<file path="src/hw/membus_defs.svh">
`ifndef MEMBUS_DEFS_SVH
`define MEMBUS_DEFS_SVH

// RAM word-address bits, RAM sits at word base 0
`define RAM_WIDTH 8

// UART window, in words
`define UART_BASE 'h100
`define UART_SIZE 4

// Serial bit period in clocks
`define UART_CLKS_PER_BIT 4

`endif

</file>
<file path="src/hw/membus_pkg.sv">
`default_nettype none

package membus_pkg;

   // Load/store access type
   typedef enum logic [2:0] {
      MEM_LB,
      MEM_LH,
      MEM_LW,
      MEM_LBU,
      MEM_LHU,
      MEM_SB,
      MEM_SH,
      MEM_SW
   } mem_inst_e;

   // Request from the core
   typedef struct packed {
      mem_inst_e   inst;
      logic [31:0] addr;
      logic [31:0] wdata;
   } core_req_t;

   // Response to the core
   typedef struct packed {
      logic [31:0] rdata;
      logic        misaligned;
      logic        bus_error;
   } core_rsp_t;

   // Command on the slave bus, data already in its lanes
   typedef struct packed {
      logic [31:0] write_data;
      logic [3:0]  mask_byte;
      logic        mem_read;
      logic        mem_write;
   } bus_cmd_t;

   typedef struct packed {
      logic [31:0] read_data;
      logic        error;
   } bus_result_t;

   typedef enum logic [1:0] {
      UART_IDLE,
      UART_START,
      UART_DATA,
      UART_STOP
   } uart_state_e;

endpackage

`default_nettype wire

</file>
<file path="src/hw/slave_bus_mux.sv">
`default_nettype none

module slave_bus_mux
   import membus_pkg::*;
#(
   parameter logic [29:0] BASE1 = 30'h0,
   parameter logic [29:0] SIZE1 = 30'h100,
   parameter logic [29:0] BASE2 = 30'h100,
   parameter logic [29:0] SIZE2 = 30'h4
) (
   input  wire logic        clk,
   input  wire logic        reset_i,
   input  wire logic [29:0] addr_i,
   input  wire bus_cmd_t    cmd_i,
   output bus_result_t      result_o,
   output logic             stall_o,
   output logic [29:0]      addr_1_o,
   output bus_cmd_t         cmd_1_o,
   input  wire bus_result_t result_1_i,
   input  wire logic        busy_1_i,
   output logic [29:0]      addr_2_o,
   output bus_cmd_t         cmd_2_o,
   input  wire bus_result_t result_2_i,
   input  wire logic        busy_2_i
);

   logic       in_win1;
   logic       in_win2;
   logic       store_pending;
   logic [1:0] sel_q;

   // Window offsets, wraparound makes one compare enough
   assign addr_1_o = addr_i - BASE1;
   assign addr_2_o = addr_i - BASE2;
   assign in_win1  = (addr_1_o < SIZE1);
   assign in_win2  = (addr_2_o < SIZE2);

   always_comb begin
      cmd_1_o = cmd_i;
      cmd_2_o = cmd_i;
      if (!in_win1) begin
         cmd_1_o.mem_read  = 1'b0;
         cmd_1_o.mem_write = 1'b0;
      end
      if (!in_win2) begin
         cmd_2_o.mem_read  = 1'b0;
         cmd_2_o.mem_write = 1'b0;
      end
   end

   assign store_pending = (cmd_i.mask_byte != 4'b0000);
   assign stall_o = (busy_1_i && in_win1 && store_pending) ||
                    (busy_2_i && in_win2 && store_pending);

   // Bit 0 selects slave 1, bit 1 slave 2, zero means unmapped
   always_ff @(posedge clk) begin
      if (reset_i) begin
         sel_q <= 2'b00;
      end else if (cmd_i.mem_read || cmd_i.mem_write) begin
         sel_q <= {in_win2, in_win1};
      end
   end

   always_comb begin
      case (sel_q)
         2'b01:   result_o = result_1_i;
         2'b10:   result_o = result_2_i;
         default: result_o = '{read_data: 32'h0, error: 1'b1};
      endcase
   end

   a_one_slave: assert property (@(posedge clk) disable iff (reset_i)
      $onehot0({cmd_1_o.mem_read || cmd_1_o.mem_write,
                cmd_2_o.mem_read || cmd_2_o.mem_write}));

endmodule

`default_nettype wire

</file>
<file path="config.mk">
export PLATFORM = sky130hd
export DESIGN_NAME = slave_bus_mux
export DESIGN_NICKNAME = d
export VERILOG_FILES = /design/src/hw/membus_defs.svh /design/src/hw/membus_pkg.sv /design/src/hw/slave_bus_mux.sv
export SDC_FILE = /design/constraint.sdc
export NUM_CORES = 1
export LEC_CHECK = 0
export BUFFER_PORTS_ARGS = -buffer_cell sky130_fd_sc_hd__clkbuf_2
export CAP_MARGIN = 10
export CORE_AREA = 3 3 120 122
export CTS_BUF_LIST = sky130_fd_sc_hd__clkbuf_4 sky130_fd_sc_hd__clkbuf_8
export CTS_CLUSTER_SIZE = 30
export DETAILED_ROUTE_END_ITERATION = 12
export DIE_AREA = 0 0 123 125
export GPL_TIMING_DRIVEN = 0
export HOLD_SLACK_MARGIN = 0.12
export PLACE_DENSITY = 0.52
export SLEW_MARGIN = 30
export SYNTH_ARGS = -nofsm -noshare
export SYNTH_HDL_FRONTEND = slang
export SYNTH_SLANG_ARGS = --single-unit
</file>
<file path="constraint.sdc">
create_clock -name clk -period 5 [get_ports clk]
set_input_delay 0.25 -clock clk [delete_from_list [all_inputs] [get_ports clk]]
set_output_delay 0.25 -clock clk [all_outputs]
set_load 0.01 [all_outputs]
</file>
==> flow_summary.toml <==
[worst_setup_path]
critPathCaptureType = "primary output"
crit_required_ns = 4.75
r2r_slack_ns = 4.39
worst-path-max-fanout = 9
critical-path-slowest-cell = "xnor2_1"
crit_arrival_ns = 2.28
worst-setup-path-type = "in -> out"
path_depth = 12
crit_chain = "clkbuf_2 > inv_1 > ha_1 > buf_2 > nor4b_1 > nand4_1 > xnor2_1 > nor3_2 > and4_4 > a32oi_1 > nor2_1 > clkbuf_2"
crit_family = "simple AND/OR/NAND/NOR gates"
crit_end = "stall_o"
r2r_cells = 2
crit_path_start_kind = "input pin"
cp_common_cell = "clkbuf_2"
critPathMaxStageDelay_ns = 0.31
r2r_start = "sel_q[1]"
startpoint = "addr_i[8]"
r2r_end = "sel_q[1]"
path_buf_inv = 4

[placed_design]
place_hpwl_mm = 9.01
place_ws_ns = 2.30
portBuffers = 271
place_congestion = 0.765

[cts]
h-tree-depth = 1
cts_sinks = 2
cts-resized-gates = 0
clk_path_buf_depth = 2
root_buffer = "clkbuf_8"
cts_tree = "done"
postCtsHoldBufs = 0
clk_latency_ns = 0.21
clk_pin_slew_worst_paths_ns = 0.03
post-cts-setup-buffers = 0
cts_buffers = 3

[route]
vias = 2923
route.detailed.drc = 0
routed_wl_mm = 9.82
first_iter_violations = 97
postRouteAntennaNets = 0
wl_per_cell_um = 13.0
routed_via_density = 3.86
drtPass1Iterations = 4

[timing]
rsz0062_at_grt = "no"
setup_violations = 0
worst_slew_pin_slew_ns = 0.623
setup_tns_ns = 0
slew_violations = 0
period_needed_ns = 2.53
worst_slack_ns = 2.47
max_slew_margin = 0.581
post-route-period-util = 0.507
finalHoldViolCount = 0
finalClockSkew_ns = 0
max_freq_ghz = 0.395

[die]
die_w_um = 123
dieArea_mm2 = 0.0154
boundaryPins = 308
initial_utilization = 0.158
die_h_um = 125
core_area_mm2 = 0.0133
row_count = 42

[global_route]
antenna_found_initial = 0
gr-total-overflow = 0
grt_start_max_net_pins = 11
grt_use_total = 0.114
grt_pass1_vias = 2839
grt_pass1_wl_mm = 14.5

[finish]
reg_top3 = "sel_q x2"
areaGrowthSynthToFinish_pct = 76.8
nFillCells = 1514
largest-register = "sel_q"
largest_register_ffs = 2
antenna_cells = 0
nets = 725
drive_gt1_frac = 0.690

[synth]
ys_types = 50
async_reset_ff_frac = 0
ys_seq_area_frac = 0.0190
synth-edff-count = 0
yosys-top-cells-count = "buf_4 (110), nor2_1 (44), a22oi_1 (32), nand2_1 (15), clkbuf_1 (12)"
synth_top_area_cell = "buf_4"
yosys_register_bits = 2
synth_most_common_cell = "buf_4"
synth_area_mm2 = 0.00211
synth_ff_type = "dfxtp_1"
yosysWarnings = 0
synth.top_cell.area_share = 0.392
synthCells = 307
avgSynthCellArea_um2 = 6.86
synth_fp_nets = 449
synth.area.top_cells = "buf_4 (39%), a22oi_1 (11%), nor2_1 (7.8%), xnor2_1 (3.7%), xor2_1 (3.7%)"

[status]
outcome = "completed"

[pwr]
p_leak_uw = 0.00205
ir_drop_mv = 0.0471
power_uw = 315
power.density_mw_per_mm2 = 84.6

[job]
max_cap_viol_count = 0

[min_path]
hold_class = "in -> reg"
[worst min-delay path by stage]
stage | startpoint | endpoint | slack, ns | cells past startpoint
final | reset_i | sel_q[1] | 0.22 | 2
after global routing | reset_i | sel_q[1] | 0.23 | 2
after CTS | reset_i | sel_q[1] | 0.22 | 2
after detailed placement | reset_i | sel_q[1] | 0.44 | 2
after global placement | reset_i | sel_q[1] | 0.43 | 2
after floorplan | reset_i | sel_q[1] | 0.31 | 1
[worst reg2reg max path: stages (launching register included)]
cell	delay [ns]
dfxtp_1	0.37
nand2_1	0.08
a21oi_2	0.10
[through the flow]
stage	hold WS (ns)	utilization	cells	cell area, um^2
floorplan	0.312	-	307	2110
global route	0.234	0.280	757	3720
detailed placement	0.436	0.277	754	3680
CTS	0.219	0.280	757	3720
global placement	0.434	0.277	754	3680
finish	0.220	0.280	757	3720
[area by class of cell]
type	count	area [um^2]	share of cell area
timing repair buffer	271	1360	0.364
multi-input combinational	174	1140	0.305
buffer	126	910	0.244
tap	176	220	0.0591
clock buffer	3	41.3	0.0111
sequential	2	40.0	0.0108
inverter	5	18.8	0.00504
[per-layer routing]
| metal | GRT usage | up-vias | wire [um] |
|---|---|---|---|
| met1 | 0.126 | 1253 | 3470 |
| met4 | 0.0215 | 0 | 126 |
| met3 | 0.0217 | 6 | 1140 |
| li1 | - | 1495 | - |
| met5 | 0 | - | 0 |
| met2 | 0.222 | 169 | 5080 |
[report_power, final]
part | switching [uW] | total, uW | internal (uW) | leakage [uW]
registers | 0.00000217 | 16.1 | 16.1 | 0.0000161
clock network | 11.2 | 62.0 | 50.8 | 0.0000216
logic | 104 | 237 | 132 | 0.00201
[cells in the final DEF, fill, tap and decap left out, types with 2 or more instances in the layout]
cell type	count
clkbuf_1	12
xor2_1	9
ha_1	4
nor4_2	2
nor3_1	6
dfxtp_1	2
a31oi_1	3
xnor2_1	9
and3_1	5
nor4b_1	2
o21ai_0	3
nand3b_1	3
nand2_1	15
a22oi_1	32
clkbuf_8	3
inv_1	5
clkbuf_2	271
nor4_1	5
or2_1	2
buf_6	3
buf_4	110
nand4_1	2
nor2_1	44
[kinds of logic (layout without fill, tap and decap cells)]
| group | after synthesis | count (layout) | share of synthesized area |
|---|---|---|---|
| AOI/OAI and AO/OA | 50 | 50 | 0.178 |
| xor gates and xnor gates | 18 | 18 | 0.0749 |
| adders and majority gates | 4 | 4 | 0.0238 |
| buffers and inverters | 131 | 405 | 0.441 |
| DFF | 2 | 2 | 0.0190 |
| and+or+nand+nor | 102 | 102 | 0.263 |
(Power assumes the default switching activity.)
