$ cat src/hw/membus_defs.svh
`ifndef MEMBUS_DEFS_SVH
`define MEMBUS_DEFS_SVH

// RAM word-address bits, RAM sits at word base 0
`define RAM_WIDTH 8

// UART window, in words
`define UART_BASE 'h100
`define UART_SIZE 4

// Serial bit period in clocks
`define UART_CLKS_PER_BIT 4

`endif

$ cat src/hw/membus_pkg.sv
`default_nettype none

package membus_pkg;

   // Load/store access type
   typedef enum logic [2:0] {
      MEM_LB,
      MEM_LH,
      MEM_LW,
      MEM_LBU,
      MEM_LHU,
      MEM_SB,
      MEM_SH,
      MEM_SW
   } mem_inst_e;

   // Request from the core
   typedef struct packed {
      mem_inst_e   inst;
      logic [31:0] addr;
      logic [31:0] wdata;
   } core_req_t;

   // Response to the core
   typedef struct packed {
      logic [31:0] rdata;
      logic        misaligned;
      logic        bus_error;
   } core_rsp_t;

   // Command on the slave bus, data already in its lanes
   typedef struct packed {
      logic [31:0] write_data;
      logic [3:0]  mask_byte;
      logic        mem_read;
      logic        mem_write;
   } bus_cmd_t;

   typedef struct packed {
      logic [31:0] read_data;
      logic        error;
   } bus_result_t;

   typedef enum logic [1:0] {
      UART_IDLE,
      UART_START,
      UART_DATA,
      UART_STOP
   } uart_state_e;

endpackage

`default_nettype wire

$ cat src/hw/mem_controller.sv
`default_nettype none

module mem_controller
   import membus_pkg::*;
(
   input  wire logic        clk,
   input  wire logic        reset_i,
   input  wire logic        req_valid_i,
   input  wire core_req_t   req_i,
   output logic             req_ready_o,
   output logic [29:0]      bus_addr_o,
   output bus_cmd_t         bus_cmd_o,
   input  wire bus_result_t bus_result_i,
   input  wire logic        bus_stall_i,
   output logic             rsp_valid_o,
   output core_rsp_t        rsp_o
);

   logic        accept;
   logic        is_store;
   logic        misaligned;
   logic [1:0]  offset;
   logic [3:0]  lane_mask;

   mem_inst_e   inst_q;
   logic [1:0]  offset_q;
   logic        misaligned_q;
   logic [31:0] shifted;
   logic [31:0] load_data;

   assign offset      = req_i.addr[1:0];
   assign req_ready_o = !bus_stall_i;
   assign accept      = req_valid_i && req_ready_o;
   assign bus_addr_o  = req_i.addr[31:2];

   always_comb begin
      is_store   = 1'b0;
      misaligned = 1'b0;
      lane_mask  = 4'b0000;
      case (req_i.inst)
         MEM_LH, MEM_LHU: misaligned = offset[0];
         MEM_LW:          misaligned = (offset != 2'd0);
         MEM_SB: begin
            is_store  = 1'b1;
            lane_mask = 4'b0001 << offset;
         end
         MEM_SH: begin
            is_store   = 1'b1;
            misaligned = offset[0];
            lane_mask  = 4'b0011 << offset;
         end
         MEM_SW: begin
            is_store   = 1'b1;
            misaligned = (offset != 2'd0);
            lane_mask  = 4'b1111;
         end
         default: ;
      endcase
   end

   // Mask stays zero for loads, so a non-zero mask marks a pending store
   always_comb begin
      bus_cmd_o.write_data = req_i.wdata << {offset, 3'b000};
      bus_cmd_o.mask_byte  = misaligned ? 4'b0000 : lane_mask;
      bus_cmd_o.mem_read   = accept && !is_store && !misaligned;
      bus_cmd_o.mem_write  = accept && is_store && !misaligned;
   end

   always_ff @(posedge clk) begin
      if (reset_i) begin
         rsp_valid_o <= 1'b0;
      end else begin
         rsp_valid_o <= accept;
      end
   end

   always_ff @(posedge clk) begin
      if (accept) begin
         inst_q       <= req_i.inst;
         offset_q     <= offset;
         misaligned_q <= misaligned;
      end
   end

   // Load formatting in the response cycle
   always_comb begin
      shifted = bus_result_i.read_data >> {offset_q, 3'b000};
      case (inst_q)
         MEM_LB:  load_data = {{24{shifted[7]}}, shifted[7:0]};
         MEM_LH:  load_data = {{16{shifted[15]}}, shifted[15:0]};
         MEM_LW:  load_data = shifted;
         MEM_LBU: load_data = {24'h0, shifted[7:0]};
         MEM_LHU: load_data = {16'h0, shifted[15:0]};
         default: load_data = 32'h0;
      endcase
   end

   always_comb begin
      rsp_o = '0;
      if (misaligned_q) begin
         rsp_o.misaligned = 1'b1;
      end else if (bus_result_i.error) begin
         rsp_o.bus_error = 1'b1;
      end else begin
         rsp_o.rdata = load_data;
      end
   end

   a_rsp_follows_accept: assert property (
      @(posedge clk) disable iff (reset_i) accept |=> rsp_valid_o);

endmodule

`default_nettype wire

$ cat config.mk
export PLATFORM = sky130hd
export DESIGN_NAME = mem_controller
export DESIGN_NICKNAME = d
export VERILOG_FILES = /design/src/hw/membus_defs.svh /design/src/hw/membus_pkg.sv /design/src/hw/mem_controller.sv
export SDC_FILE = /design/constraint.sdc
export NUM_CORES = 1
export LEC_CHECK = 0
export ABC_AREA = 1
export BUFFER_PORTS_ARGS = -buffer_cell sky130_fd_sc_hd__buf_2
export CORE_MARGIN = 3
export CORE_UTILIZATION = 33
export DETAILED_ROUTE_END_ITERATION = 8
export PLACE_DENSITY = 0.81
export SYNTH_ARGS = -nofsm -noshare
export SYNTH_HDL_FRONTEND = slang
export SYNTH_SLANG_ARGS = --single-unit
$ cat constraint.sdc
create_clock -name clk -period 1.39 [get_ports clk]
set_clock_uncertainty 0.15 [all_clocks]
set_input_delay 0.2085 -clock clk [delete_from_list [all_inputs] [get_ports clk]]
set_output_delay 0.2085 -clock clk [all_outputs]
set_load 0.005 [all_outputs]
==> flow_metrics.tcl, run 1 <==
set metrics [dict create \
    fin_crit_sh_pct 143.7 \
    power_density_nw_per_um2 455.4 \
    slew_violations 0 \
    cts.path.max_buffers 2 \
    ios 208 \
    start_kind "register" \
    ys_ff_latch 7 \
    drive_gt1_share_pct 45.86 \
    grt_pass1_vias 2782 \
    design_area_sq_um 3188 \
    root_buffer "clkbuf_8" \
    path_max_fanout 8 \
    rows 28 \
    yosys_warnings 0 \
    dpl_worst_slack_ns -0.3431 \
    postSynthCellCount 391 \
    h-tree-depth 1 \
    drv_cap 0 \
    post-place-cells 597 \
    holdPathEnd "inst_q[0]" \
    vias 3000 \
    antenna_found_initial 0 \
    nFillCells 615 \
    hold_depth 1 \
    via_per_inst 4.942 \
    postPlaceCellArea_sq_um 2821 \
    cts_sinks 7 \
    avgSynthCellArea_sq_um 5.222 \
    clkTransAtPathRegs_ns 0.04 \
    die_h_microns 84.66 \
    max_slew_margin_pct 76.69 \
    synth_area_sq_um 2042 \
    cts_tree "done" \
    hold_viol 0 \
    dp_hpwl_mm 6.314 \
    status "finished with violations" \
    grtUsageTotal_pct 20.09 \
    hold_start "req_i[64]" \
    ir_drop_v 0.0002800 \
    tightestPinTransition_ns 0.3491 \
    ys_seq_area_share_pct 9.804 \
    die_area_sq_um 7167 \
    overflow 0 \
    area_growth_pct 56.13 \
    total_power_mw 1.452 \
    n_antenna_cell 0 \
    final_nets 637 \
    fmax_mhz 500.7 \
    setup_ws_ns -0.6071 \
    totalWireLength_mm 7.745 \
    grt_pass1_wl_mm 12.18 \
    final-setup-viol-count 32 \
    core-area_sq_um 5956 \
    synth_nets 495 \
    hp-class "in -> reg" \
    grt_max_degree 29 \
    worstSetupPathType "reg -> out" \
    drc_errors 0 \
    drt-wirelength-per-cell_microns 12.76 \
    min_period_ns 1.997 \
    worstPathArrival_ns 1.64 \
    io_buffers 147 \
    end_kind "output port" \
    die-width_microns 84.66 \
    violations "setup timing" \
    drt_iter0_markers 100 \
    ant_nets 0 \
    stdcell_count 607 \
    drt-pass1-iter-count 6 \
    gp_congestion 0.9228 \
    start_util_pct 34.29 \
    rsz0062_at_grt "true" \
    numCtsBuffers 3 \
    power.leakage_nw 1.947 \
    synth.distinct_cells 23 \
    required_ns 1.03 \
    hold_ws_ns 0.04888 \
]
## sequential cells by signal, indices dropped and copies added (netlist names)
name	cells
inst_q	3
rsp_valid_o	1
offset_q	2
misaligned_q	1
## worst max-delay path by stage
stage          slack, ns        end  cells past startpoint         from
2_1_floorplan      -0.15  rsp_o[16]                      6    inst_q[1]
3_3_place_gp       -0.33  rsp_o[15]                      5  offset_q[0]
3_5_place_dp       -0.34  rsp_o[18]                      9  offset_q[0]
4_1_cts            -0.53  rsp_o[24]                      9  offset_q[0]
5_1_grt            -0.67  rsp_o[32]                      9  offset_q[0]
6_report           -0.61  rsp_o[25]                      9  offset_q[0]
## cells by family (layout without fill, tap and decap cells)
group,count (synthesis),after routing,synth area share (%)
flip-flops,7,7,9.804
AO/OA/AOI/OAI,59,59,15.81
buffers and inverters,100,241,27.27
AND/OR/NAND/NOR,225,225,47.12
## Yosys cell counts, drive strengths merged
cell | number | area, sq um
a21oi | 11 | 62.56
a22oi | 8 | 60.06
buf | 49 | 365.3
clkbuf | 2 | 7.510
dfxtp | 1 | 20.02
edfxtp | 6 | 180.2
inv | 49 | 183.9
nand2 | 118 | 445.4
nand3 | 54 | 275.3
nor2 | 48 | 205.2
nor3 | 5 | 36.29
o21ai | 40 | 200.2
## layout by cell type, fill, tap and decap left out, types with 2 or more instances in the layout
cell      instances
nand3_2          12
a21oi_1           6
buf_6             7
a22oi_1           6
o21ai_0          22
edfxtp_1          6
buf_2           142
nor3_1            2
nor2_4            4
o21ai_1          11
inv_4             4
nand2_1         110
nand3_1          41
nand2_2           6
a22oi_2           2
a21oi_2           5
clkbuf_8          3
nor3_2            2
buf_4            30
buf_12            5
nor2_1           41
nor2_2            3
inv_1            40
o21ai_2           6
nand2_4           2
inv_2             5
## routing by layer
layer  GRT usage (%)  wire length, microns  up-vias
met4           7.050                   188        0
met1           22.06                  2913     1325
met2           38.15                  3936      165
li1                -                     -     1494
met5               0                     0        -
met3           3.631                   707       16
## report_power, final
part / switching, mW / leakage [nW] / internal (mW)
combinational: 0.490 / 1.86 / 0.428
clock: 0.0781 / 0.0228 / 0.198
sequential: 0.0128 / 0.0642 / 0.246
## per-stage QoR
stage,util (%),TNS (ns)
after global placement,47.37,-9.389
after detailed placement,47.37,-10.42
after CTS,50.71,-15.70
after floorplan,-,-4.034
after global routing,53.53,-20.42
final,53.53,-17.50
## critical path, cell delays in order, from the launching register on
cell and delay (ns):
edfxtp_1 0.46, buf_4 0.18, nand2_1 0.09, nand3_2 0.11, nand3_4 0.12, clkbuf_16 0.16, nand3_1 0.07, nand2_1 0.08
inv_1 0.03, buf_2 0.11
## area by class of cell
cell class                 instances  area [sq um]  share of cell area [%]
sequential                         7         200.2                   6.279
inverter                          49         193.9                   6.083
tap                               75         93.84                   2.943
multi-input combinational        284          1458                   45.72
timing repair buffer             188          1197                   37.56
clock buffer                       4         45.04                   1.413
## what timing repair did
item                                   CTS  global route
hold buffers                             1             0
pin swaps                                7             9
cloned                                   1             1
setup endpoints to repair               47            50
buffers inserted                         2             1
resized for setup                       30            47
endpoints found under the hold margin    1             0
Power figures use the tool's default switching activity.
==> inputs of run 2 (changes only) <==
- CORE_AREA: unset -> 3 3 80 82
- CORE_MARGIN: 3 -> unset
- CORE_UTILIZATION: 33 -> unset
- DIE_AREA: unset -> 0 0 83 85
- clock period: 1.39 -> 2.3 ns (I/O delays scaled with it)
==> run 2 against run 1 <==
Critical path depth did not move; non-clock buffer count fell by 31; sequential power fell by 40%; the flow now finishes without violations; worst setup slack improved by 0.73 ns.
==> flow_metrics.tcl, run 2 (same netlist as run 1, synthesis figures left out) <==
set metrics [dict create \
    status "complete, no violations" \
    area_growth_pct 28.80 \
    drt_iter0_markers 124 \
    grt_pass1_vias 2739 \
    tns_ns 0 \
    drive_gt1_share_pct 34.53 \
    fmax_mhz 459.9 \
    slew_violations 0 \
    final-setup-viol-count 0 \
    grt_max_degree 29 \
    comb_power_share_pct 57.0 \
    largest_register_ffs 3 \
    final_nets 606 \
    clockPowerShare_pct 22.5 \
    ios 208 \
    regMostFlops "inst_q" \
    via_per_inst 5.120 \
    ant_nets 0 \
    setup_ws_ns 0.1258 \
    hp-class "in -> reg" \
    p_sw_mw 0.3117 \
    worstSetupPathType "reg -> out" \
    postPlaceCellArea_sq_um 2574 \
    rows 28 \
    n_antenna_cell 0 \
    path_max_fanout 18 \
    top_regs "inst_q x3, offset_q x2" \
    end_kind "output port" \
    die_h_microns 85 \
    fin_util_pct 45.22 \
    clkTransAtPathRegs_ns 0.04 \
    start_kind "register" \
    root_buffer "clkbuf_8" \
    cts_tree "done" \
    die_area_sq_um 7055 \
    max_slew_margin_pct 72.85 \
    die-width_microns 83 \
    fin_crit_sh_pct 94.53 \
    tightestPinTransition_ns 0.4030 \
    power.leakage_nw 1.699 \
    antenna_found_initial 0 \
    drc_errors 0 \
    core-area_sq_um 5816 \
    numCtsBuffers 3 \
    drv_cap 0 \
    totalWireLength_mm 7.330 \
    hold_ws_ns 0.1311 \
    start_util_pct 35.11 \
    total_power_mw 0.7564 \
    pwr-share-seq_pct 20.5 \
    internal_power_mw 0.4447 \
    rsz0062_at_grt "true" \
    cts_hold_buffers 0 \
    grt_pass1_wl_mm 11.62 \
    io_buffers 147 \
    cts.path.max_buffers 2 \
    overflow 0 \
    drt-pass1-iter-count 5 \
    drt-wirelength-per-cell_microns 12.73 \
    dp_hpwl_mm 6.007 \
    gp_congestion 0.9193 \
    design_area_sq_um 2630 \
    stdcell_count 576 \
    vias 2949 \
    most-common-layout-cells "buf_2 (147), nand2_1 (117), nand3_1 (53)" \
    hold_depth 2 \
    cts_sinks 7 \
    power_density_nw_per_um2 287.6 \
    required_ns 1.80 \
    hold_viol 0 \
    h-tree-depth 1 \
    post-place-cells 572 \
    ir_drop_v 0.0001512 \
    dpl_worst_slack_ns 0.2823 \
    grtUsageTotal_pct 19.43 \
    min_period_ns 2.174 \
    post_cts_buffers 0 \
    worstPathArrival_ns 1.68 \
    switching_share_pct 41.21 \
    layout_commonest_cell "buf_2" \
]
==> run 2: changes by cell type in the layout (fill, tap and decap cells not counted), sizes merged <==
| cell | delta |
|---|---|
| buf | -28 |
| bufbuf | -1 |
| clkbuf | -1 |
| dlygate4sd3 | -1 |
==> run 2: final timing paths <==
path | from | end
setup / recovery | offset_q[0] | rsp_o[18]
hold / removal | reset_i | rsp_valid_o
==> run 2: cell type report <==
class                   count  area (sq um)
clock buffers               4         45.04
fillers                   672          3186
inverters                  49         186.4
multi-input cells         284          1290
flip-flops and latches      7         200.2
well taps                  75         93.84
repair buffers            157         814.5
==> run 2: what timing repair did <==
item / CTS / global route
resized for setup: 0 / 3
setup endpoints to repair: 0 / 25
endpoints found under the hold margin: 0 / 0
==> run 2: critical path, stage by stage, from the launching register on <==
cell and delay, ns:
edfxtp_1 0.48, inv_4 0.19, buf_4 0.21, nand2_1 0.07, o21ai_0 0.14, nand2_1 0.09
nand3_1 0.09, nand2_1 0.05, inv_1 0.04, buf_2 0.10
==> run 2: routing by layer <==
metal	GRT usage, %	wire length [microns]
met3	6.893	897
met2	36.44	3669
met1	19.61	2566
met5	0	0
met4	7.578	196
==> run 2: power groups by stage <==
stage,sequential [mW],clock (mW),combinational [mW]
after floorplan,0.156,0,0.287
after global placement,0.157,0,0.421
after detailed placement,0.157,0,0.425
after CTS,0.155,0.172,0.428
after global routing,0.157,0.178,0.483
final,0.155,0.170,0.431
==> inputs of run 3 (changes only) <==
- ABC_AREA: 1 -> unset
- PLACE_DENSITY: 0.81 -> 0.8
==> run 3 against run 2 <==
The run now ends with setup timing left; global-route usage decreased by 1.1 points; first-iteration DRC count down 56%; critical endpoint is now rsp_o[17]; core utilization grew 1.9 points; critical path type unchanged; critical path depth decreased by 4; largest cell class unchanged; worst hold slack got worse by 0.0085 ns.
==> flow_metrics.tcl, run 3 <==
set metrics [dict create \
    status "finished with violations" \
    violations "setup timing" \
    required_ns 1.80 \
    synthTopCellsByArea "mux2i_1 (20%), buf_4 (13%), edfxtp_1 (9.1%), a211oi_1 (8.7%), nor2b_1 (6.9%)" \
    hold_viol 0 \
    yosys_warnings 0 \
    drive_gt1_share_pct 46.37 \
    root_buffer "clkbuf_8" \
    postSynthCellCount 268 \
    synth_largest_area_cell "mux2i_1" \
    worstPathArrival_ns 1.88 \
    drc_errors 0 \
    ys.flop_type "edfxtp_1" \
    tightestPinTransition_ns 0.3842 \
    hp-class "in -> reg" \
    path_max_fanout 4 \
    ys_seq_area_share_pct 10.06 \
    regMostFlops "inst_q" \
    rows 28 \
    start_kind "register" \
    final_nets 491 \
    drt_iter0_markers 54 \
    min_period_ns 2.376 \
    numCtsBuffers 3 \
    overflow 0 \
    top_regs "inst_q x3, offset_q x2" \
    worstSetupPathType "reg -> out" \
    cts_sinks 7 \
    ir_drop_v 0.0001901 \
    dpl_worst_slack_ns 0.06420 \
    dp_hpwl_mm 5.654 \
    power.leakage_nw 1.487 \
    via_per_inst 5.262 \
    fin_util_pct 47.16 \
    final-setup-viol-count 2 \
    antenna_found_initial 0 \
    gp_congestion 0.9922 \
    synth_nets 372 \
    synth_enable_flop_cells 6 \
    setup_ws_ns -0.07568 \
    io_buffers 147 \
    postPlaceCellArea_sq_um 2600 \
    yosysTopAreaCellShare_pct 19.61 \
    avgSynthCellArea_sq_um 7.428 \
    h-tree-depth 1 \
    design_area_sq_um 2743 \
    grt_max_degree 30 \
    synth_area_sq_um 1991 \
    fin_crit_sh_pct 103.3 \
    n_antenna_cell 0 \
    layout_commonest_cell "buf_2" \
    rsz0062_at_grt "true" \
    power_density_nw_per_um2 283.6 \
    die-width_microns 83 \
    most-common-layout-cells "buf_2 (147), mux2i_1 (39), a211oi_1 (23)" \
    cts_tree "done" \
    synth.distinct_cells 41 \
    area_growth_pct 37.77 \
    ant_nets 0 \
    largest_register_ffs 3 \
    slew_violations 0 \
    end_kind "output port" \
    drt-pass1-iter-count 4 \
    synthTopCellsByCount "mux2i_1 (39), buf_4 (34), a211oi_1 (23), nor2b_1 (22), o21ai_0 (20)" \
    core-area_sq_um 5816 \
    totalWireLength_mm 6.964 \
    drt-wirelength-per-cell_microns 15.11 \
    fmax_mhz 420.9 \
    vias 2426 \
    die_area_sq_um 7055 \
    drv_cap 0 \
    total_power_mw 0.7779 \
    start_util_pct 34.23 \
    async_reset_ff_share_pct 0 \
    clkTransAtPathRegs_ns 0.04 \
    cts_hold_buffers 0 \
    synth.most_common_cell "mux2i_1" \
    ys_ff_latch 7 \
    grtUsageTotal_pct 18.33 \
    cts.path.max_buffers 2 \
    die_h_microns 85 \
    grt_pass1_vias 2370 \
    ios 208 \
    max_slew_margin_pct 74.29 \
    grt_pass1_wl_mm 11.01 \
]
==> run 3: layout make-up <==
class	instances	area, sq um
fill	586	3073
multi-input combinational	206	1478
timing repair buffer	166	914.6
sequential	7	200.2
tap	75	93.84
clock buffer	4	45.04
inverter	3	11.26
==> run 3: path summary, 6_finish.rpt <==
check / start / to / slack, ns / depth (start not counted)
min: reset_i / rsp_valid_o / 0.12 / 2
max: offset_q[0] / rsp_o[17] / -0.08 / 5
==> run 3: layer usage <==
| metal | track usage, % | vias to the layer above | part of all wire, % |
|---|---|---|---|
| met1 | 19.78 | 1080 | 38 |
| met3 | 4.951 | 6 | 10 |
| met5 | 0 | - | 0 |
| met2 | 35.71 | 154 | 51 |
| li1 | - | 1186 | - |
| met4 | 3.566 | 0 | 0.73 |
==> run 3: what timing repair did <==
action	in CTS	in global routing
endpoints found under the hold margin	0	0
setup endpoints to repair	17	21
buffers inserted	2	2
resized for setup	3	14
pin swaps	2	1
==> run 3: cells by family after synthesis <==
kind of cell	synth area share (%)
AO/OA/AOI/OAI	28.47
AND/OR/NAND/NOR	20.55
multiplexers	21.87
buffers and inverters	17.28
flip-flops	10.06
XOR/XNOR	1.760
==> run 3: critical path: stages (launching register included) <==
cell	delay (ns)
edfxtp_1	0.51
mux2i_1	0.20
mux2_4	0.28
or4_1	0.41
a21boi_1	0.13
buf_2	0.13
==> run 3: through the flow <==
stage	std cells	hold slack, ns	setup TNS (ns)
finish	461	0.1226	-0.07926
global route	461	0.1387	-0.4143
CTS	459	0.1203	-0.05620
detailed placement	453	0.3543	0
global placement	453	0.3506	0
floorplan	268	0.2666	0
==> run 3: report_power, final <==
group | switching [mW] | internal [mW] | leakage (nW)
clock network | 0.0494 | 0.120 | 0.0228
registers | 0.0124 | 0.149 | 0.0640
logic | 0.226 | 0.222 | 1.40
total | 0.288 | 0.490 | 1.49
