==> config.mk <==
export PLATFORM = sky130hd
export DESIGN_NAME = uart_tx
export DESIGN_NICKNAME = d
export VERILOG_FILES = /design/src/hw/membus_defs.svh /design/src/hw/membus_pkg.sv /design/src/hw/uart_tx.sv
export SDC_FILE = /design/constraint.sdc
export NUM_CORES = 1
export LEC_CHECK = 0
export ABC_AREA = 1
export BUFFER_PORTS_ARGS = -buffer_cell sky130_fd_sc_hd__buf_2
export CAP_MARGIN = 0
export CORE_ASPECT_RATIO = 1.2
export CORE_UTILIZATION = 45
export CTS_BUF_LIST = sky130_fd_sc_hd__clkbuf_4 sky130_fd_sc_hd__clkbuf_8
export CTS_CLUSTER_SIZE = 10
export DETAILED_ROUTE_END_ITERATION = 8
export PLACE_DENSITY = 0.95
export SLEW_MARGIN = 30
export SYNTH_ARGS = -nofsm -noshare
export SYNTH_HDL_FRONTEND = slang
export SYNTH_SLANG_ARGS = --single-unit
==> constraint.sdc <==
create_clock -name clk -period 3 [get_ports clk]
set_clock_uncertainty 0.05 [all_clocks]
set_input_delay 0 -clock clk [delete_from_list [all_inputs] [get_ports clk]]
set_output_delay 0 -clock clk [all_outputs]
set_load 0.01 [all_outputs]
==> src/hw/membus_defs.svh <==
`ifndef MEMBUS_DEFS_SVH
`define MEMBUS_DEFS_SVH

// RAM word-address bits, RAM sits at word base 0
`define RAM_WIDTH 8

// UART window, in words
`define UART_BASE 'h100
`define UART_SIZE 4

// Serial bit period in clocks
`define UART_CLKS_PER_BIT 4

`endif

==> src/hw/membus_pkg.sv <==
`default_nettype none

package membus_pkg;

   // Load/store access type
   typedef enum logic [2:0] {
      MEM_LB,
      MEM_LH,
      MEM_LW,
      MEM_LBU,
      MEM_LHU,
      MEM_SB,
      MEM_SH,
      MEM_SW
   } mem_inst_e;

   // Request from the core
   typedef struct packed {
      mem_inst_e   inst;
      logic [31:0] addr;
      logic [31:0] wdata;
   } core_req_t;

   // Response to the core
   typedef struct packed {
      logic [31:0] rdata;
      logic        misaligned;
      logic        bus_error;
   } core_rsp_t;

   // Command on the slave bus, data already in its lanes
   typedef struct packed {
      logic [31:0] write_data;
      logic [3:0]  mask_byte;
      logic        mem_read;
      logic        mem_write;
   } bus_cmd_t;

   typedef struct packed {
      logic [31:0] read_data;
      logic        error;
   } bus_result_t;

   typedef enum logic [1:0] {
      UART_IDLE,
      UART_START,
      UART_DATA,
      UART_STOP
   } uart_state_e;

endpackage

`default_nettype wire

==> src/hw/uart_tx.sv <==
`default_nettype none

module uart_tx
   import membus_pkg::*;
#(
   parameter int CLKS_PER_BIT = 4
) (
   input  wire logic       clk,
   input  wire logic       reset_i,
   input  wire logic [1:0] addr_i,
   input  wire bus_cmd_t   cmd_i,
   output bus_result_t     result_o,
   output logic            busy_o,
   output logic            tx_o
);

   localparam int CW = (CLKS_PER_BIT > 1) ? $clog2(CLKS_PER_BIT) : 1;
   localparam logic [CW-1:0] LAST_CLK = CW'(CLKS_PER_BIT - 1);

   uart_state_e state_q;
   logic [CW-1:0] clk_cnt_q;
   logic [2:0]    bit_idx_q;
   logic [7:0]    shift_q;
   logic          tx_q;
   logic [31:0]   read_q;
   logic          busy;
   logic          start;
   logic          bit_end;

   assign busy    = (state_q != UART_IDLE);
   assign start   = cmd_i.mem_write && (addr_i == 2'd0) && cmd_i.mask_byte[0] && !busy;
   assign bit_end = (clk_cnt_q == LAST_CLK);

   always_ff @(posedge clk) begin
      if (reset_i) begin
         state_q   <= UART_IDLE;
         clk_cnt_q <= '0;
         bit_idx_q <= 3'd0;
         tx_q      <= 1'b1;
      end else begin
         clk_cnt_q <= (busy && !bit_end) ? clk_cnt_q + 1'b1 : '0;
         case (state_q)
            UART_IDLE: begin
               if (start) begin
                  state_q <= UART_START;
                  tx_q    <= 1'b0;
               end
            end
            UART_START: begin
               if (bit_end) begin
                  state_q   <= UART_DATA;
                  bit_idx_q <= 3'd0;
                  tx_q      <= shift_q[0];
               end
            end
            UART_DATA: begin
               if (bit_end) begin
                  bit_idx_q <= bit_idx_q + 1'b1;
                  if (bit_idx_q == 3'd7) begin
                     state_q <= UART_STOP;
                     tx_q    <= 1'b1;
                  end else begin
                     tx_q <= shift_q[1];
                  end
               end
            end
            UART_STOP: begin
               if (bit_end) begin
                  state_q <= UART_IDLE;
               end
            end
            default: state_q <= UART_IDLE;
         endcase
      end
   end

   // LSB first, so shift right after each data bit
   always_ff @(posedge clk) begin
      if (start) begin
         shift_q <= cmd_i.write_data[7:0];
      end else if (state_q == UART_DATA && bit_end) begin
         shift_q <= shift_q >> 1;
      end
   end

   // Status word holds busy in bit 0
   always_ff @(posedge clk) begin
      if (cmd_i.mem_read) begin
         read_q <= (addr_i == 2'd0) ? {31'h0, busy} : 32'h0;
      end
   end

   assign result_o.read_data = read_q;
   assign result_o.error     = 1'b0;
   assign busy_o             = busy;
   assign tx_o               = tx_q;

   a_no_write_busy: assert property (
      @(posedge clk) disable iff (reset_i) cmd_i.mem_write |-> !busy);

endmodule

`default_nettype wire

==> summary.md, run 1 <==
| Metric | Value |
|---|---|
| Drt wl/cell | `8.60 um` |
| Type of the worst setup path | `register to register` |
| Number of distinct library cells after synthesis | `22` |
| Final Non-Filler Cells | `203` |
| Final core area utilization | `a little over half` |
| Kind of capture point of the worst setup path | `register` |
| Setup Viol. Count Final | `0` |
| Count of flip-flops with a built-in enable after synthesis | `9` |
| Top cell type by total area after synthesis | `sky130_fd_sc_hd__edfxtp_1` |
| Detailed-router iteration count before antenna repair | `4` |
| Largest net degree at the start of global routing | `17` |
| Synth Register Bits | `17` |
| CTS buffer count | `3` |
| Clock Sinks | `17` |
| Most numerous cell in the Yosys netlist | `sky130_fd_sc_hd__buf_4` |
| Synth-to-layout area growth | `11.1%` |
| Number of synthesis warnings | `0` |
| Vias per Instance | `4.19` |
| Count of fill cells added during filler insertion | `255` |
| Total number of nets in the final design | `221` |
| Total number of vias | `850` |
| I/O Pins | `between 70 and 80` |
| Final critical delay including setup and external delays | `1.82 ns` |
| Vertical die dimension | `58.3 um` |
| Max Cap Violations | `0` |
| Final ANT Viol Nets | `0` |
| Cell count after synthesis | `140` |
| Worst slew pin tran | `approximately 0.66 ns` |
| Leak pwr | `approximately 0.66 nW` |
| Unrepaired setup endpoints after global routing | `no` |
| Dominant register cell in the synthesized netlist | `sky130_fd_sc_hd__edfxtp_1` |
| GRT Total Usage | `13.6%` |
| Clock Tree Buf Depth | `2` |
| Floorplan core area | `2530 um^2` |
| Type of the most critical hold path | `primary input to register` |
| Post_cts resized | `0` |
| Signal arrival time at the worst endpoint | `approximately 1.7 ns` |
| Die Outline Area | `2850 um^2` |
| Part of the cycle the worst path needs | `approximately three fifths` |
| TritonCTS clock tree | `yes` |
| Number of global-route vias before repair | `688` |
| Fin. max-slew vios | `0` |
| Peak ir drop on the vdd network | `0.358 mV` |
| Dpl ws | `1.18 ns` |
| Final estimated routing congestion in global placement | `0.848` |
| Clock edge transition at the registers on the reported setup and hold paths | `0.09 ns` |
| Cell Pwr Density | `591 nW/um^2` |
| Fmax achieved | `roughly 550 MHz` |
| Post-Syn Area per Cell | `8.48 um^2` |
| Worst-Skew Late Latency | `0.30 ns` |
| DRC violations left | `0` |
| Outcome | `finished clean` |
| CTS Root Cell | `sky130_fd_sc_hd__clkbuf_4` |
| Final-report hold violation count | `0` |
| Ys async rst share | `0%` |
| Post-synthesis instance area | `1190 um^2` |
| Effective utilization at floorplan | `between 40% and 50%` |
| Share of post-route cells with drive strength above 1 | `22.4%` |
| Accumulated negative setup slack | `0 ns` |
| # rows | `20` |
| Cell types with the largest area share after synthesis | `sky130_fd_sc_hd__edfxtp_1 (23%), sky130_fd_sc_hd__buf_4 (20%), sky130_fd_sc_hd__dfxtp_1 (13%)` |
| Routed Wire Length | `1750 um` |
| Initial antenna violation count | `0` |
| Final critical-path setup slack | `1.18 ns` |
| Total gr overflow | `0` |
| Headroom to the max-slew limit | `55.6%` |
| Data required time at the worst endpoint | `approximately 2.9 ns` |
| Crit-path max FO | `8` |
| Instance count after placement with tap cells included | `roughly 190` |
| CTS H-Tree Depth | `1` |
| Wire length of the first global-routing pass | `2850 um` |
| Sequential area share after synthesis | `36.2%` |
| List of most frequent post-synthesis cells | `sky130_fd_sc_hd__buf_4 (32), sky130_fd_sc_hd__nand2_1 (20), sky130_fd_sc_hd__inv_1 (15)` |
| Diode insertion count for antenna repair | `0` |
| Number of buffers added on ports | `17` |
| Fraction of synthesized cell area taken by the top area cell type | `22.8%` |
| HPWL reported at the end of detailed placement | `1310 um` |
| Crit start category | `register` |
| Die W | `roughly 49 um` |
| Violation count after the first detailed-routing iteration | `18` |
==> report_power, final <==
part | switching, mW | leakage (nW) | internal [mW]
Combinational | 0.221 | 0.498 | 0.130
Clock | 0.0708 | 0.0184 | 0.0610
Sequential | 0.0199 | 0.148 | 0.277
Total | 0.312 | 0.665 | 0.468
==> cells by family (layout without fill, tap and decap cells) <==
family          Yosys count  after routing  synth area share [%]
flops                    17             17                  36.2
compound gates           18             18                  9.80
fa+ha+maj                 8              8                  8.43
simple gates             45             45                  18.1
other cells               1             32                 0.316
buf+inv                  51             50                  27.1
==> critical path, cell delays in order, from the launching register on <==
cell,delay (ns)
sky130_fd_sc_hd__dfxtp_1,0.35
sky130_fd_sc_hd__inv_1,0.11
sky130_fd_sc_hd__ha_1,0.31
sky130_fd_sc_hd__inv_1,0.10
sky130_fd_sc_hd__o21ai_1,0.54
==> flip-flops by register name, indices dropped and copies added, names as in the netlist <==
| name | count |
|---|---|
| bit_idx_q | 3 |
| state_q | 2 |
| read_q | 1 |
| shift_q | 8 |
| clk_cnt_q | 2 |
| tx_o | 1 |
==> metal layers <==
layer  wire length (um)  global-route usage [%]
met1                741                    15.2
met5                  0                       0
met2                865                    23.2
met3                 90                    3.15
met4                 47                    8.82
==> through the flow <==
stage | power (mW) | area (um^2) | hold WS [ns]
after global placement | 0.627 | 1180 | 0.139
final | 0.780 | 1320 | 0.00252
after global routing | 0.843 | 1320 | 0.0102
after CTS | 0.783 | 1320 | 0.00479
after floorplan | 0.600 | 1300 | 0.0191
after detailed placement | 0.637 | 1180 | 0.143
==> repair_timing <==
item	CTS	global route
setup buffers	0	0
hold endpoints to repair	15	0
hold buffers	11	0
==> area by class of cell <==
| type | count | area, um^2 | area share, % |
|---|---|---|---|
| Multi-Input combinational cell | 103 | 552 | 41.8 |
| Inverter | 18 | 70.1 | 5.31 |
| Timing Repair Buffer | 28 | 195 | 14.8 |
| Sequential cell | 17 | 430 | 32.6 |
| Tap cell | 33 | 41.3 | 3.13 |
| Clock buffer | 4 | 30.0 | 2.28 |
==> cells in the final DEF, fill, tap and decap left out, drive strengths merged <==
cell         netlist  final
dfxtp              8      8
inv               18     18
o21ai             12     12
clkbuf             0      4
conb               1     32
a21oi              6      6
nor2              13     13
buf               33     17
nand2             23     23
nand3              7      7
nand3b             1      1
ha                 8      8
dlygate4sd3        0     11
nor3               1      1
edfxtp             9      9
==> final timing paths <==
kind	from	to	slack [ns]	cells past startpoint
setup / recovery	state_q[0]$_SDFFE_PP0P_	shift_q[1]$_DFFE_PP_	1.18	4
hold / removal	cmd_i[11]	shift_q[5]$_DFFE_PP_	0.003	3
setup reg to reg	state_q[0]$_SDFFE_PP0P_	shift_q[1]$_DFFE_PP_	1.18	4
hold reg to reg	clk_cnt_q[0]$_SDFF_PP0_	clk_cnt_q[0]$_SDFF_PP0_	0.37	1
(Power assumes the default switching activity.)
==> inputs of run 2 (changes only) <==
CORE_UTILIZATION = 39   (was 45)
PLACE_DENSITY = 0.9   (was 0.95)
clock period = 1.5 ns   (was 3 ns; I/O delays follow)
==> run 2 against run 1 <==
Net effect:
- sequential share of layout area shrank 1.1 points
- final cell count is 2.0% higher
- sequential power rose by 100%
- combinational power increased by 110%
- first-iteration DRC count is 33% lower
- critical path depth increased by 2
- setup slack got worse by 1.1 ns
- wire length is 0.80% higher
- worst hold slack improved by 0.0059 ns
- fmax up 30%
- critical path type unchanged
- largest cell class unchanged
==> summary.md, run 2 (same netlist as run 1, synthesis figures left out) <==
| Metric | Value |
|---|---|
| Count of fill cells added during filler insertion | `278 (+9.0%)` |
| Power consumption | `1.60 mW (+110%)` |
| Initial antenna violation count | `0 (unchanged)` |
| Fmax achieved | `716 MHz (+30%)` |
| Diode insertion count for antenna repair | `0 (unchanged)` |
| Top Registers | `shift_q (8), bit_idx_q (3)` |
| Final-report hold violation count | `0 (unchanged)` |
| Vias per Instance | `4.07 (-2.9%)` |
| Most frequent standard cell in the layout excluding fill and tap cells | `sky130_fd_sc_hd__conb_1` |
| CTS H-Tree Depth | `1 (unchanged)` |
| Total number of nets in the final design | `224 (+1.4%)` |
| Most frequent cells in the layout | `sky130_fd_sc_hd__conb_1 (32), sky130_fd_sc_hd__nand2_1 (20), sky130_fd_sc_hd__buf_2 (17)` |
| Share of post-route cells with drive strength above 1 | `26.0% (+3.7 points)` |
| Vertical die dimension | `62.4 um (+7.2%)` |
| Clock Tree Buf Depth | `2 (unchanged)` |
| Cells traversed along the worst timing path | `inv_1 -> ha_2 -> nand3_4 -> buf_12 -> nand2_1 -> o21ai_2` |
| Instance count after placement with tap cells included | `192 (+2.1%)` |
| Part of the cycle the worst path needs | `93.1% (+32 points)` |
| Crit-path max FO | `15 (+7)` |
| Final critical delay including setup and external delays | `1.40 ns (-0.426 ns)` |
| Wire length of the first global-routing pass | `3020 um (+6.1%)` |
| Number of buffers added on ports | `17 (unchanged)` |
| CTS buffer count | `3 (unchanged)` |
| Leak pwr | `0.685 nW (+3.0%)` |
| Clock edge transition at the registers on the reported setup and hold paths | `0.11 ns (+0.02 ns)` |
| Slowest-stage cell, CP | `sky130_fd_sc_hd__dfxtp_1` |
| Die W | `52.4 um (+7.1%)` |
| Fin. max-slew vios | `0 (unchanged)` |
| Kind of capture point of the worst setup path | `register` |
| Unrepaired setup endpoints after global routing | `no` |
| Data required time at the worst endpoint | `1.51 ns (-1.38 ns)` |
| Die Outline Area | `3270 um^2 (+15%)` |
| Routed Wire Length | `1760 um (+0.80%)` |
| Final Non-Filler Cells | `207 (+2.0%)` |
| Number of global-route vias before repair | `733 (+6.5%)` |
| Outcome | `finished clean` |
| Effective utilization at floorplan | `41.8% (-5.1 points)` |
| TritonCTS clock tree | `yes` |
| Peak ir drop on the vdd network | `0.493 mV (+38%)` |
| Total gr overflow | `0 (unchanged)` |
| GRT Total Usage | `12.2% (-1.4 points)` |
| HPWL reported at the end of detailed placement | `1300 um (-0.49%)` |
| Cell family contributing the most delay on the critical path | `flip-flops` |
| Dpl ws | `0.0288 ns (-1.15 ns)` |
| CTS Root Cell | `sky130_fd_sc_hd__clkbuf_4` |
| Signal arrival time at the worst endpoint | `1.41 ns (-0.30 ns)` |
| Final critical-path setup slack | `0.103 ns (-1.07 ns)` |
| Accumulated negative setup slack | `0 ns (unchanged)` |
| Floorplan core area | `2840 um^2 (+12%)` |
| Top reg by flops | `shift_q` |
| # rows | `21 (+5.0%)` |
| Synth-to-layout area growth | `15.2%` |
| Flip-flop count of the largest register after layout | `8 (unchanged)` |
| Total number of vias | `842 (-0.94%)` |
| DRC violations left | `0 (unchanged)` |
| Clock Sinks | `17 (unchanged)` |
| Final ANT Viol Nets | `0 (unchanged)` |
| Final estimated routing congestion in global placement | `0.816 (-3.8%)` |
| Type of the worst setup path | `register to register` |
| Drt wl/cell | `8.50 um (-1.1%)` |
| Delay contributed by the slowest stage of the critical path | `0.36 ns (-0.18 ns)` |
| Cell Pwr Density | `1170 nW/um^2 (+98%)` |
| Number of buffers inserted by post-CTS setup repair | `0 (unchanged)` |
| Crit start category | `register` |
| Type of the most critical hold path | `primary input to register` |
| Setup Viol. Count Final | `0 (unchanged)` |
| Max Cap Violations | `0 (unchanged)` |
| Largest net degree at the start of global routing | `16 (-1)` |
| Buf+Inv Stages, Crit Path | `2 (unchanged)` |
| Detailed-router iteration count before antenna repair | `4 (unchanged)` |
| I/O Pins | `77 (unchanged)` |
| Worst-Skew Late Latency | `0.30 ns (about the same)` |
| Violation count after the first detailed-routing iteration | `12 (-6)` |
-- run 2: cell types whose count changed in the layout (fill, tap and decap cells not counted) --
cell / delta
sky130_fd_sc_hd__buf_4: +2
sky130_fd_sc_hd__ha_1: -2
sky130_fd_sc_hd__ha_2: +2
sky130_fd_sc_hd__buf_12: +1
sky130_fd_sc_hd__clkbuf_4: -1
sky130_fd_sc_hd__clkinv_2: +1
sky130_fd_sc_hd__dfxtp_1: -1
sky130_fd_sc_hd__dfxtp_2: +1
sky130_fd_sc_hd__nor2_2: -1
sky130_fd_sc_hd__nor2_4: +1
sky130_fd_sc_hd__o21ai_1: -1
sky130_fd_sc_hd__o21ai_2: +1
-- run 2: repair_timing --
action	in CTS	in global routing
hold buffers	11	0
hold endpoints to repair	13	0
resized for setup	1	3
setup endpoints to repair	1	15
-- run 2: area by class of cell --
type,count,area [um^2],area share (%)
timing repair buffer,31,230,16.8
tap,34,42.5,3.11
clock inverter,1,5.00,0.366
inverter,18,70.1,5.12
sequential,17,432,31.6
clock buffer,3,22.5,1.65
multi-input combinational,103,566,41.4
-- run 2: routing by layer --
| layer | wire (um) | global-route usage (%) | vias up |
|---|---|---|---|
| met5 | 0 | 0 | - |
| met4 | 29 | 4.93 | 0 |
| met3 | 101 | 2.43 | 5 |
| met2 | 848 | 19.9 | 33 |
| met1 | 779 | 15.3 | 361 |
| li1 | - | - | 443 |
-- run 2: worst paths after layout --
path / from / to / slack, ns / cells past startpoint
worst max-delay path: state_q[1]$_SDFFE_PP0P_ / shift_q[3]$_DFFE_PP_ / 0.10 / 6
worst min-delay path: cmd_i[8] / shift_q[2]$_DFFE_PP_ / 0.008 / 3
worst max register to register: state_q[1]$_SDFFE_PP0P_ / shift_q[3]$_DFFE_PP_ / 0.10 / 6
worst min register to register: clk_cnt_q[0]$_SDFF_PP0_ / clk_cnt_q[0]$_SDFF_PP0_ / 0.38 / 1
-- run 2: where the power goes --
part	leakage (nW)	switching (mW)	internal (mW)	total (mW)
sequential	0.149	0.0416	0.556	0.598
combinational	0.518	0.461	0.288	0.750
clock	0.0177	0.157	0.0994	0.256
total	0.685	0.660	0.944	1.60
-- run 2: stage by stage --
stage | hold WS (ns) | cell area, um^2 | utilization [%]
floorplan | 0.0191 | 1310 | -
global placement | 0.138 | 1220 | 42.9
detailed placement | 0.148 | 1220 | 42.9
CTS | 0.0134 | 1360 | 47.8
global route | 0.0113 | 1370 | 48.2
finish | 0.00842 | 1370 | 48.2
-- run 2: tightest hold or removal path, stage by stage --
cell and delay [ns]:
sky130_fd_sc_hd__buf_2 0.08, sky130_fd_sc_hd__inv_1 0.04, sky130_fd_sc_hd__o21ai_2 0.13
==> inputs of run 3 (changes only) <==
CELL_PAD_IN_SITES_DETAIL_PLACEMENT = 1   (was default)
CELL_PAD_IN_SITES_GLOBAL_PLACEMENT = 1   (was default)
CORE_UTILIZATION = 27   (was 39)
==> run 3 against run 2 <==
Net effect:
- critical path depth down 1
- fmax down 2.3%
- register-to-register slack worse by 0.03 ns
- worst hold slack better by 0.019 ns
- final cell count up 7.7%
- via count up 2.7%
- count of clock-buffer cells in the layout up 1
- first-iteration DRC count down 17%
- die area up 43%
- critical path type unchanged
- critical endpoint is now shift_q[2]$_DFFE_PP_
- largest power group unchanged
- highest routed layer unchanged
==> summary.md, run 3 (same netlist as run 1, synthesis figures left out) <==
| Metric | Value |
|---|---|
| Part of the cycle the worst path needs | `95.3% (+2.2 points)` |
| Number of buffers added on ports | `17 (unchanged)` |
| Final ANT Viol Nets | `0 (unchanged)` |
| I/O Pins | `77 (unchanged)` |
| HPWL reported at the end of detailed placement | `1650 um (+27%)` |
| Diode insertion count for antenna repair | `0 (unchanged)` |
| Signal arrival time at the worst endpoint | `1.34 ns (-0.07 ns)` |
| Accumulated negative setup slack | `0 ns (unchanged)` |
| Vertical die dimension | `74.6 um (+20%)` |
| Largest net degree at the start of global routing | `16 (unchanged)` |
| # rows | `26 (+24%)` |
| Fin. max-slew vios | `0 (unchanged)` |
| Type of the most critical hold path | `primary input to register` |
| CTS Root Cell | `sky130_fd_sc_hd__clkbuf_8` |
| Peak ir drop on the vdd network | `0.409 mV (-17%)` |
| Clock Tree Buf Depth | `2 (unchanged)` |
| Drt wl/cell | `9.69 um (+14%)` |
| Kind of capture point of the worst setup path | `register` |
| Cell Pwr Density | `1270 nW/um^2 (+8.0%)` |
| GRT Total Usage | `9.79% (-2.4 points)` |
| Final critical delay including setup and external delays | `1.43 ns (+0.0325 ns)` |
| Total gr overflow | `0 (unchanged)` |
| Number of global-route vias before repair | `824 (+12%)` |
| Floorplan core area | `4230 um^2 (+49%)` |
| Dpl ws | `-0.0197 ns (-0.0484 ns)` |
| Highest layer used for signal routing | `met4` |
| Effective utilization at floorplan | `28.1% (-14 points)` |
| Detailed-router iteration count before antenna repair | `4 (unchanged)` |
| Clock edge transition at the registers on the reported setup and hold paths | `0.07 ns (-0.04 ns)` |
| Most frequent cells in the layout | `sky130_fd_sc_hd__conb_1 (32), sky130_fd_sc_hd__nand2_1 (20), sky130_fd_sc_hd__buf_2 (17)` |
| Final-report hold violation count | `0 (unchanged)` |
| Type of the worst setup path | `register to register` |
| Clock Sinks | `17 (unchanged)` |
| Top reg by flops | `shift_q` |
| TritonCTS clock tree | `yes` |
| Worst hold slack after final layout | `0.0270 ns (+0.0186 ns)` |
| Vias per Instance | `3.88 (-4.6%)` |
| Setup Viol. Count Final | `0 (unchanged)` |
| Synth-to-layout area growth | `14.2%` |
| Total number of vias | `865 (+2.7%)` |
| Initial antenna violation count | `0 (unchanged)` |
| Unrepaired setup endpoints after global routing | `yes` |
| Leak pwr | `0.668 nW (-2.4%)` |
| Outcome | `finished clean` |
| Max Cap Violations | `0 (unchanged)` |
| Routed wire length on met3 | `150 um (+49%)` |
| Share of post-route cells with drive strength above 1 | `26.9% (+0.93 points)` |
| Final critical-path setup slack | `0.0709 ns (-0.0325 ns)` |
| Routed Wire Length | `2160 um (+23%)` |
| Final estimated routing congestion in global placement | `0.749 (-8.3%)` |
| Most frequent standard cell in the layout excluding fill and tap cells | `sky130_fd_sc_hd__conb_1` |
| Data required time at the worst endpoint | `1.41 ns (-0.10 ns)` |
| Total number of nets in the final design | `218 (-2.7%)` |
| CTS buffer count | `3 (unchanged)` |
| Top Registers | `shift_q (8), bit_idx_q (3)` |
| Launching element of the worst setup path | `state_q[1]$_SDFFE_PP0P_` |
| Total non-filler cell area in the finished layout | `1360 um^2 (-0.82%)` |
| Total length of routed met2 wires | `1210 um (+42%)` |
| DRC violations left | `0 (unchanged)` |
| Fmax achieved | `700 MHz (-2.3%)` |
| Crit-path max FO | `8 (-7)` |
| CTS H-Tree Depth | `1 (unchanged)` |
| Source of the worst hold timing path | `cmd_i[11]` |
| Total cell area at the placement stage | `1250 um^2 (+2.3%)` |
| Crit start category | `register` |
| Origin of the critical flop-to-flop path | `state_q[1]$_SDFFE_PP0P_` |
| Flip-flop count of the largest register after layout | `8 (unchanged)` |
| Die Outline Area | `4670 um^2 (+43%)` |
| Worst-Skew Late Latency | `0.25 ns (-0.05 ns)` |
| Wire length of the first global-routing pass | `3490 um (+16%)` |
| Die W | `62.5 um (+19%)` |
| Post-Route M1 WL | `792 um (+1.7%)` |
| Violation count after the first detailed-routing iteration | `10 (-2)` |
[run 3: cell count changes in the layout (fill, tap and decap cells not counted), sizes merged]
cell / before / now
dlygate4sd3: 11 / 5
clkbuf: 3 / 4
clkinv: 1 / 0
[run 3: per-layer routing]
layer / vias to the layer above / global-route usage, %
li1: 431 / -
met1: 395 / 9.41
met2: 37 / 19.8
met3: 2 / 3.64
met4: 0 / 2.33
met5: - / 0
[run 3: power by group]
part | internal (mW) | leakage [nW] | switching [mW]
logic | 0.279 | 0.493 | 0.473
clock network | 0.207 | 0.0262 | 0.160
registers | 0.557 | 0.149 | 0.0422
[run 3: area by class of cell]
cell class              instances  area (um^2)
clock buffers                   4         48.8
multi-input cells             103          566
repair buffers                 25          170
fillers                       553         2870
inverters                      18         70.1
well taps                      56         70.1
flip-flops and latches         17          432
[run 3: final timing paths]
check / endpoint / depth (start not counted) / slack, ns
max: shift_q[2]$_DFFE_PP_ / 5 / 0.07
max reg2reg: shift_q[2]$_DFFE_PP_ / 5 / 0.07
min reg2reg: clk_cnt_q[0]$_SDFF_PP0_ / 1 / 0.38
min: shift_q[5]$_DFFE_PP_ / 3 / 0.03
[run 3: worst max-delay path, cell delays in order (launching register included)]
cell	delay, ns
sky130_fd_sc_hd__dfxtp_1	0.35
sky130_fd_sc_hd__inv_1	0.12
sky130_fd_sc_hd__ha_2	0.25
sky130_fd_sc_hd__nand3_4	0.11
sky130_fd_sc_hd__o21ai_2	0.07
sky130_fd_sc_hd__buf_4	0.18
[run 3: what timing repair did]
item	CTS	global route
hold endpoints to repair	5	1
buffers inserted	0	0
hold buffers	4	1
setup endpoints to repair	2	22
resized for setup	1	3
[run 3: stage by stage]
| step | utilization [%] | cells | power [mW] |
|---|---|---|---|
| 6_report | 32.1 | 223 | 1.72 |
| 5_1_grt | 32.1 | 223 | 1.87 |
| 4_1_cts | 31.6 | 222 | 1.71 |
| 3_5_place_dp | 29.5 | 214 | 1.32 |
| 3_3_place_gp | 29.5 | 214 | 1.29 |
| 2_1_floorplan | - | 171 | 1.20 |
